`src/core_io_defines.svh`:
```
// Sizes are fixed for one core; logical and physical address widths must both cover 64 entries
`ifndef CORE_IO_DEFINES_SVH
`define CORE_IO_DEFINES_SVH

// Width of one core register
`define CORE_DATA_WIDTH 20

// Physical register file depth and its index width
`define CORE_REG_COUNT 64
`define CORE_REG_ADDR_WIDTH 6

// Logical addresses seen by the bus and the DMA stream
`define IO_LOGICAL_ADDR_WIDTH 6

// Channel count field inside the configuration word
`define CORE_CHANNEL_WIDTH 8

// Host bus word, wider than a core register
`define BUS_DATA_WIDTH 32

`endif

```
`src/bus_pkg.sv`:
```
// Host side types only; the configuration word layout assumes a 32 bit bus and 8 bit channel count
`include "core_io_defines.svh"

package bus_pkg;

    // One command per cycle: write is a strobe, read is held until accepted
    typedef struct packed {
        logic write;
        logic read;
        logic [`IO_LOGICAL_ADDR_WIDTH-1:0] addr;
        logic [`BUS_DATA_WIDTH-1:0] data;
    } bus_cmd_t;

    typedef struct packed {
        logic valid;
        logic [`BUS_DATA_WIDTH-1:0] data;
    } bus_rsp_t;

    typedef struct packed {
        logic [15:0] program_size;
        logic [7:0] padding;
        logic [`CORE_CHANNEL_WIDTH-1:0] channel_count;
    } config_fields_t;

    // Logical address 0 carries the configuration word, every other address raw data
    typedef union packed {
        logic [`BUS_DATA_WIDTH-1:0] raw;
        config_fields_t fields;
    } config_word_u;

endpackage

```
`src/stream_pkg.sv`:
```
// Core side stream types; all strobes here have no back-pressure except read_req_t
`include "core_io_defines.svh"

package stream_pkg;

    // Register write beat from the DMA engine, addressed logically
    typedef struct packed {
        logic valid;
        logic [`IO_LOGICAL_ADDR_WIDTH-1:0] dest;
        logic [`CORE_DATA_WIDTH-1:0] data;
    } dma_write_t;

    // Read request, valid is held until the endpoint accepts it
    typedef struct packed {
        logic valid;
        logic [`IO_LOGICAL_ADDR_WIDTH-1:0] addr;
    } read_req_t;

    typedef struct packed {
        logic valid;
        logic [`CORE_DATA_WIDTH-1:0] data;
    } read_rsp_t;

    // Table load word, physical entry in the upper half and logical address below
    typedef struct packed {
        logic valid;
        logic [`CORE_REG_ADDR_WIDTH-1:0] physical;
        logic [`IO_LOGICAL_ADDR_WIDTH-1:0] logical;
    } map_write_t;

    // Write into the physical register file
    typedef struct packed {
        logic valid;
        logic [`CORE_REG_ADDR_WIDTH-1:0] addr;
        logic [`CORE_DATA_WIDTH-1:0] data;
    } reg_write_t;

endpackage

```
`src/core_io_subsystem.sv`:
```
// Latency at these ports equals the endpoint's; table loads bypass the endpoint entirely
`include "core_io_defines.svh"

module core_io_subsystem (
    input  logic clock,
    input  logic reset,
    input  bus_pkg::bus_cmd_t bus_cmd,
    output logic bus_read_ready,
    output bus_pkg::bus_rsp_t bus_rsp,
    input  stream_pkg::map_write_t map_load,
    input  stream_pkg::dma_write_t dma_write,
    input  stream_pkg::read_req_t read_req,
    output logic dma_read_ready,
    output stream_pkg::read_rsp_t read_rsp
);
    import stream_pkg::*;

    logic [`IO_LOGICAL_ADDR_WIDTH-1:0] write_lookup;
    logic [`IO_LOGICAL_ADDR_WIDTH-1:0] read_lookup;
    logic [`CORE_REG_ADDR_WIDTH-1:0] write_entry;
    logic [`CORE_REG_ADDR_WIDTH-1:0] read_entry;
    logic [`CORE_REG_ADDR_WIDTH-1:0] read_addr;
    logic [`CORE_DATA_WIDTH-1:0] read_data;
    reg_write_t reg_write;

    dma_endpoint endpoint (
        .clock          (clock),
        .reset          (reset),
        .bus_cmd        (bus_cmd),
        .bus_read_ready (bus_read_ready),
        .bus_rsp        (bus_rsp),
        .dma_write      (dma_write),
        .read_req       (read_req),
        .dma_read_ready (dma_read_ready),
        .read_rsp       (read_rsp),
        .write_lookup   (write_lookup),
        .read_lookup    (read_lookup),
        .write_entry    (write_entry),
        .read_entry     (read_entry),
        .reg_write      (reg_write),
        .read_addr      (read_addr),
        .read_data      (read_data)
    );

    io_translation_table translation (
        .clock        (clock),
        .reset        (reset),
        .map_load     (map_load),
        .write_lookup (write_lookup),
        .read_lookup  (read_lookup),
        .write_entry  (write_entry),
        .read_entry   (read_entry)
    );

    register_file registers (
        .clock     (clock),
        .reset     (reset),
        .reg_write (reg_write),
        .read_addr (read_addr),
        .read_data (read_data)
    );

endmodule

```
`src/dma_endpoint.sv`:
```
// Stream wins both arbitrations; one read in flight; a stream read of address 0 gets no response
`include "core_io_defines.svh"

module dma_endpoint (
    input  logic clock,
    input  logic reset,
    input  bus_pkg::bus_cmd_t bus_cmd,
    output logic bus_read_ready,
    output bus_pkg::bus_rsp_t bus_rsp,
    input  stream_pkg::dma_write_t dma_write,
    input  stream_pkg::read_req_t read_req,
    output logic dma_read_ready,
    output stream_pkg::read_rsp_t read_rsp,
    output logic [`IO_LOGICAL_ADDR_WIDTH-1:0] write_lookup,
    output logic [`IO_LOGICAL_ADDR_WIDTH-1:0] read_lookup,
    input  logic [`CORE_REG_ADDR_WIDTH-1:0] write_entry,
    input  logic [`CORE_REG_ADDR_WIDTH-1:0] read_entry,
    output stream_pkg::reg_write_t reg_write,
    output logic [`CORE_REG_ADDR_WIDTH-1:0] read_addr,
    input  logic [`CORE_DATA_WIDTH-1:0] read_data
);
    import bus_pkg::*;

    typedef enum logic [1:0] {
        state_idle,
        state_bus_read,
        state_stream_wait,
        state_stream_read
    } read_state_t;

    read_state_t state;
    logic read_config;
    logic stream_accept;
    logic bus_accept;
    logic write_valid;
    logic [`CORE_REG_ADDR_WIDTH-1:0] write_addr;
    logic [`CORE_DATA_WIDTH-1:0] write_data;
    logic [15:0] program_size;
    logic [`CORE_CHANNEL_WIDTH-1:0] channel_count;
    config_word_u config_in;
    config_word_u config_out;

    // The stream requester owns both lookup ports whenever it is active
    assign write_lookup = dma_write.valid ? dma_write.dest : bus_cmd.addr;
    assign read_lookup  = read_req.valid ? read_req.addr : bus_cmd.addr;
    assign config_in.raw = bus_cmd.data;

    always_ff @(posedge clock) begin
        if (!reset) begin
            write_valid   <= 1'b0;
            program_size  <= '0;
            channel_count <= '0;
        end else begin
            write_valid <= 1'b0;
            if (dma_write.valid) begin
                write_valid <= (write_entry != '0);
            end else if (bus_cmd.write) begin
                if (bus_cmd.addr == '0) begin
                    program_size  <= config_in.fields.program_size;
                    channel_count <= config_in.fields.channel_count;
                end else begin
                    write_valid <= (write_entry != '0);
                end
            end
        end
    end

    always_ff @(posedge clock) begin
        if (dma_write.valid) begin
            write_addr <= write_entry;
            write_data <= dma_write.data;
        end else if (bus_cmd.write) begin
            write_addr <= write_entry;
            write_data <= bus_cmd.data[`CORE_DATA_WIDTH-1:0];
        end
    end

    assign reg_write = '{valid: write_valid, addr: write_addr, data: write_data};

    // Bus ready also drops while a stream request waits, so the stream is always taken first
    assign dma_read_ready = (state == state_idle);
    assign bus_read_ready = (state == state_idle) && !read_req.valid;
    assign stream_accept  = dma_read_ready && read_req.valid;
    assign bus_accept     = bus_read_ready && bus_cmd.read;

    always_ff @(posedge clock) begin
        if (!reset) begin
            state       <= state_idle;
            read_config <= 1'b0;
        end else begin
            case (state)
                state_idle: begin
                    if (stream_accept) begin
                        // A request for address 0 is consumed here without a response
                        if (read_req.addr != '0) begin
                            state <= state_stream_wait;
                        end
                    end else if (bus_accept) begin
                        read_config <= (bus_cmd.addr == '0);
                        state       <= state_bus_read;
                    end
                end
                state_stream_wait: state <= state_stream_read;
                default: state <= state_idle;
            endcase
        end
    end

    // Physical address is latched on acceptance and held for the response
    always_ff @(posedge clock) begin
        if (stream_accept || bus_accept) begin
            read_addr <= read_entry;
        end
    end

    always_comb begin
        config_out.fields.program_size  = program_size;
        config_out.fields.padding       = '0;
        config_out.fields.channel_count = channel_count;
    end

    assign bus_rsp.valid  = (state == state_bus_read);
    assign bus_rsp.data   = read_config ? config_out.raw : `BUS_DATA_WIDTH'(read_data);
    assign read_rsp.valid = (state == state_stream_read);
    assign read_rsp.data  = read_data;

endmodule

```
`src/io_translation_table.sv`:
```
// Identity map after reset; entry 0 means unmapped and a load is visible to lookups one cycle later
`include "core_io_defines.svh"

module io_translation_table (
    input  logic clock,
    input  logic reset,
    input  stream_pkg::map_write_t map_load,
    input  logic [`IO_LOGICAL_ADDR_WIDTH-1:0] write_lookup,
    input  logic [`IO_LOGICAL_ADDR_WIDTH-1:0] read_lookup,
    output logic [`CORE_REG_ADDR_WIDTH-1:0] write_entry,
    output logic [`CORE_REG_ADDR_WIDTH-1:0] read_entry
);

    localparam int TABLE_DEPTH = 1 << `IO_LOGICAL_ADDR_WIDTH;

    // One physical register index per logical address
    logic [`CORE_REG_ADDR_WIDTH-1:0] entries [TABLE_DEPTH];

    always_ff @(posedge clock) begin
        if (!reset) begin
            // Transparent map, every logical address points at the same physical number
            for (int i = 0; i < TABLE_DEPTH; i++) begin
                entries[i] <= `CORE_REG_ADDR_WIDTH'(i);
            end
        end else if (map_load.valid) begin
            entries[map_load.logical] <= map_load.physical;
        end
    end

    // Both lookups are combinational so the endpoint can register the result directly
    assign write_entry = entries[write_lookup];
    assign read_entry  = entries[read_lookup];

endmodule

```
`src/register_file.sv`:
```
// Single write port and asynchronous read; register 0 is hard zero and writes to it are dropped
`include "core_io_defines.svh"

module register_file (
    input  logic clock,
    input  logic reset,
    input  stream_pkg::reg_write_t reg_write,
    input  logic [`CORE_REG_ADDR_WIDTH-1:0] read_addr,
    output logic [`CORE_DATA_WIDTH-1:0] read_data
);

    logic [`CORE_DATA_WIDTH-1:0] registers [`CORE_REG_COUNT];

    always_ff @(posedge clock) begin
        if (!reset) begin
            for (int i = 0; i < `CORE_REG_COUNT; i++) begin
                registers[i] <= '0;
            end
        end else if (reg_write.valid && reg_write.addr != '0) begin
            registers[reg_write.addr] <= reg_write.data;
        end
    end

    // Register 0 reads as zero whatever its storage holds
    assign read_data = (read_addr == '0) ? '0 : registers[read_addr];

endmodule

```
`config.mk`:
```
export PLATFORM = sky130hd
export DESIGN_NAME = core_io_subsystem
export DESIGN_NICKNAME = d
export VERILOG_FILES = /design/src/bus_pkg.sv /design/src/stream_pkg.sv /design/src/core_io_subsystem.sv /design/src/dma_endpoint.sv /design/src/io_translation_table.sv /design/src/register_file.sv
export VERILOG_INCLUDE_DIRS = /design/src
export SDC_FILE = /design/constraint.sdc
export NUM_CORES = 2
export LEC_CHECK = 0
export ABC_AREA = 1
export BUFFER_PORTS_ARGS = -buffer_cell sky130_fd_sc_hd__buf_2
export CAP_MARGIN = 30
export CORE_MARGIN = 2
export CORE_UTILIZATION = 40
export CTS_BUF_LIST = sky130_fd_sc_hd__clkbuf_2
export DETAILED_ROUTE_END_ITERATION = 12
export PLACE_DENSITY = 0.63
export SLEW_MARGIN = 30
export SYNTH_ARGS = -nofsm -noshare
export SYNTH_HDL_FRONTEND = slang
export SYNTH_SLANG_ARGS = --single-unit
```
`constraint.sdc`:
```
create_clock -name clock -period 8.1 [get_ports clock]
set_input_delay 2.43 -clock clock [delete_from_list [all_inputs] [get_ports clock]]
set_output_delay 2.43 -clock clock [all_outputs]
set_load 0.01 [all_outputs]
```
# Word-level counts from Yosys, hierarchy flattened
# Memories as Yosys holds them, arrays and structs flattened. A register that Yosys moved wholly into a read port is not among the register bits.
# Index checks and enable logic that the tools add are counted.
dict set report totals {
  output_inout_bits 56
  memories 2
  regBits 54
  mem_bits_rw 1664
  wordCells 62
}
dict set report classes {
  muxes 28
  bitwise 2
  eq_ne 5
  reduce_logical 18
}
# name depth width rd rd_clocked_by_memory_dff write_ports line
set memory_table {}
lappend memory_table {registers.registers 64 20 1 0 64 register_file.sv:12} ;# logic [`CORE_DATA_WIDTH-1:0] registers [`CORE_REG_COUNT];
lappend memory_table {translation.entries 64 6 2 1 64 io_translation_table.sv:17} ;# logic [`CORE_REG_ADDR_WIDTH-1:0] entries [TABLE_DEPTH];
# cell count
set ops {}
lappend ops {{$mux W20} 4}
lappend ops {{$mux W6} 7}
lappend ops {{$mux W32} 1}
lappend ops {{$reduce_or A20 Y1} 1}
lappend ops {{$reduce_bool A6 Y1} 3}
lappend ops {{$logic_not A6 Y1} 2}
lappend ops {{$mux W1} 12}
lappend ops {{$mux W2} 3}
lappend ops {{$ne A3 B3 Y1 const B} 2}
lappend ops {{$reduce_and A3 Y1} 2}
lappend ops {{$reduce_or A6 Y1} 1}
lappend ops {{$eq A2 B2 Y1 const B} 2}
lappend ops {{$logic_and A1 B1 Y1} 4}
lappend ops {{$pmux W2 S2} 1}
lappend ops {{$eq A2 B1 Y1 const B} 1}
lappend ops {{$logic_not A2 Y1} 1}
lappend ops {{$not A1 Y1} 2}
lappend ops {{$reduce_and A2 Y1} 1}
lappend ops {{$reduce_bool A2 Y1} 1}
lappend ops {{$logic_not A1 Y1} 1}
lappend ops {{$logic_or A1 B1 Y1} 1}

# Logic depth before layout (Yosys ltp)
dict set report depth {
  word_depth 7
  ltp_mapped 17
  depth_no_buf 15
}

# Cells and area by module
# Synthesis repeated with hierarchy kept, for this count alone.
dict set report hier_totals {
  hier_cells 10184
  hier_area_um2 86057.5
}
# mod area_per_inst_um2 instances cells_per_inst
set modules_own_cells {}
lappend modules_own_cells {register_file 60862.1 1 6916}
lappend modules_own_cells {io_translation_table 22078.7 1 2865}
lappend modules_own_cells {dma_endpoint 3116.7 1 403}

# Worst setup path before layout
# Ideal clock, no wire load.
dict set report synth_timing {
  kind {input to output}
  start {in read_req[6] (netlist name)}
  end {out bus_read_ready}
  arrival_ps 2949
  setup_slack_ps 2721
  path_stages 3
  n_path_buf 2
  path_cell_list {buf_2 buf_2 nor2_1}
}
dict set report synth_between {
  elab_chain_len 2
}
# element line
set synth_rtl {}
lappend synth_rtl {{start: declaration} core_io_subsystem.sv:12} ;# input stream_pkg::read_req_t read_req,
lappend synth_rtl {{$logic_not A1 Y1} dma_endpoint.sv:82} ;# assign bus_read_ready = (state == state_idle) && !read_req.valid;
lappend synth_rtl {{$logic_and A1 B1 Y1} dma_endpoint.sv:82}
lappend synth_rtl {{end: declaration} core_io_subsystem.sv:8} ;# output logic bus_read_ready,
# Every way passes these cells.

==> flow_summary.ini <==
[floorplanning]
die_h_um = 455
core_um2 = 202000
die-width_um = 455
rows = 165
start_util = 0.403
ioPinCount = 145
die_area_um2 = 207000

[sta]
setup_viol = 0
max_freq_mhz = 125
slew_viol_final = 0
fin_crit_sh = 0.986
worst_pin_slew_ns = 1.21
slew-limit-headroom = 0.190
layout_min_cycle_time_ns = 7.99
worst_slack_ns = 0.110
tns_ns = 0
hold_viol_final = 0
fin_worst_skew_ns = 0.219
rsz0062_at_grt = no

[setup_path]
crit_family = buffers and inverters
crit_path_max_incr_delay_ns = 0.67
slowest_stage = buf_4
reg2reg_from = endpoint.write_addr[3]$_DFFE_PP_
crit_type = flip-flop to output pin
endpoint_kind = output pin
startpoint = endpoint.read_addr[3]$_DFFE_PP_
cp.required_ns = 5.67
cp_max_fo = 41
crit_arrival_ns = 5.56
start_kind = flip-flop
crit_path_frequent_cell = nand3_1
cp_cell_sequence = buf_4 > buf_4 > nand3_1 > nand3_1 > nand3_1 > a21oi_1 > nand2_1 > nand2_1 > buf_2
cp.buffers_inverters = 3

[clock_network]
clk_latency_ns = 1.84
cts_made_buffers = 439
cts-root-buf = clkbuf_2
cts.clk_slew.worst_paths_ns = 0.10
clock_sinks = 1724
h-tree-depth = 5
clock_path_buffers = 4
cts_tree = built

[yosys]
synth-async-reset-ratio = 0
synth_top_area_cell = edfxtp_1
synth_area_leaders = edfxtp_1 62%, nor2_1 11%, o21ai_0 5.2%, nand2_1 4.9%, nand3_1 3.8%
synth.most_common_cell = nor2_1
synth_ff_type = edfxtp_1
ys_seq_area_frac = 0.632
ys_top_cells_by_count = 2310 x nor2_1, 1696 x edfxtp_1, 1071 x nand2_1
synth_top_area_share = 0.625
synth_area_per_cell_um2 = 9.53
ys_seq_elements = 1724
synthesis.area_um2 = 81500
synth_edf_count = 1696
syn_inst = 8547
ys_warn_count = 0
synth_cell_types = 36

[detailed_routing]
vias = 66200
via_per_inst = 5.73
postRouteAntennaNets = 0
wl_per_cell_um = 23.3
wl_met2_um = 124000
totalWireLength_um = 270000
drt_iter0_markers = 8709
top_layer = met5
wl_met1_um = 103000
drtPass1Iterations = 6
wl_met3_um = 30000
drc = 0

[power_and_ir_drop]
p_seq_frac = 0.519
p_sw_uw = 6730
peakVddDrop_uv = 165
swShare = 0.338
pwr-share-comb = 0.196
p_clk_frac = 0.285
powerDensity_nw_per_um2 = 227
power.total_uw = 19900
internal-power_uw = 13200
p_leak_uw = 0.0340

[placement]
gp_congestion = 0.913
dp_cells = 10800
port_buffers = 144
dpl.hpwl_um = 154000
pre_cts_slack_ns = 1.39

[min_path]
holdCritPathClass = flip-flop to flip-flop
hp-start = endpoint.program_size[13]$_SDFFE_PN0P_

[global_route]
grt_pass1_wl_um = 396000
first_global_vias = 63300
track_usage = 0.253
antenna_found_initial = 11
grt_overflow = 0
grt_max_degree = 190

[finish]
instances_no_fill = 11600
postLayoutCoreUtil = 0.435
fill_cells = 19700
fin_nets = 8689
area_delta_synth_final_pct = 7.91
multi_input_area_um2 = 25000
layout-drive-gt1-share = 0.121
seqCellArea_um2 = 51500

[job]
max_cap_viol_count = 0

[outcome]
outcome = completed
==> placed cells by master, fill, tap and decap left out, drive strengths merged, types with 5 or more instances in the layout <==
cell type and instances:
a21oi 162, buf 327, bufinv 5, clkbuf 605, clkinv 106, conb 20
dfxtp 28, diode 10, edfxtp 1696, inv 533, nand2 1077, nand3 626
nand3b 9, nand4 7, nor2 2312, nor3 21, o211ai 157, o21ai 873
o221ai 109, o22ai 193
==> flip-flops by register name (all words and copies together), names as in the netlist <==
signal,flops
endpoint.state,2
endpoint.program_size,16
endpoint.channel_count,8
registers.registers,1280
endpoint.read_addr,6
endpoint.write_data,20
endpoint.write_addr,6
endpoint.read_config,1
translation.entries,384
endpoint.write_valid,1
==> per-layer routing <==
metal  global-route usage  vias to the layer above
met3               0.0556                      708
met2                0.400                     4118
li1                     -                    29400
met4                0.114                        4
met5                    0                        -
met1                0.334                    31900
==> power groups by stage <==
| stage | clock (µW) | sequential [µW] | combinational (µW) |
|---|---|---|---|
| floorplan | 0 | 10500 | 2260 |
| detailed placement | 0 | 10500 | 3740 |
| global placement | 0 | 10500 | 3700 |
| finish | 5690 | 10300 | 3900 |
| global route | 6180 | 10400 | 4130 |
| CTS | 5740 | 10300 | 3790 |
==> cell families after synthesis <==
kind of cell    synth area share
compound gates             0.105
buf+inv                   0.0647
simple gates               0.198
flops                      0.632
other cells            0.0000460
==> final timing paths <==
kind,depth (start not counted),slack (ns),endpoint
max,9,0.11,bus_rsp[19]
min,2,0.49,endpoint.program_size[13]$_SDFFE_PN0P_
max reg2reg,8,3.51,registers.registers[63][16]$_SDFFCE_PN0P_
min reg2reg,2,0.49,endpoint.program_size[13]$_SDFFE_PN0P_
==> stage by stage <==
| stage | hold WS [ns] | instance area (µm²) |
|---|---|---|
| finish | 0.493 | 87900 |
| global route | 0.515 | 87900 |
| CTS | 0.499 | 87800 |
| floorplan | 0.455 | 81600 |
| detailed placement | 0.474 | 84100 |
| global placement | 0.462 | 84000 |
==> final cells by class <==
class | instances | share of cell area
Antenna cell | 10 | 0.000285
Clock buffer | 605 | 0.0344
Clock inverter | 111 | 0.00598
Inverter | 532 | 0.0234
Multi-Input combinational cell | 5574 | 0.284
Sequential cell | 1724 | 0.586
Tap cell | 2672 | 0.0380
Timing Repair Buffer | 327 | 0.0276
Timing Repair inverter | 2 | 0.000199
==> worst register-to-register path, delay by kind of cell, from the launching register on <==
family / cells / cell delay, ns
DFF: 1 / 0.70
buffers and inverters: 1 / 0.15
and+or+nand+nor: 7 / 3.38
==> repair_timing <==
action / 4_1_cts / 5_1_grt
resized for setup: 12 / 0
buffers inserted: 5 / 0
endpoints found under the setup margin: 14 / 0
hold buffers: 0 / 0
endpoints found under the hold margin: 0 / 0
(Power assumes the default switching activity.)
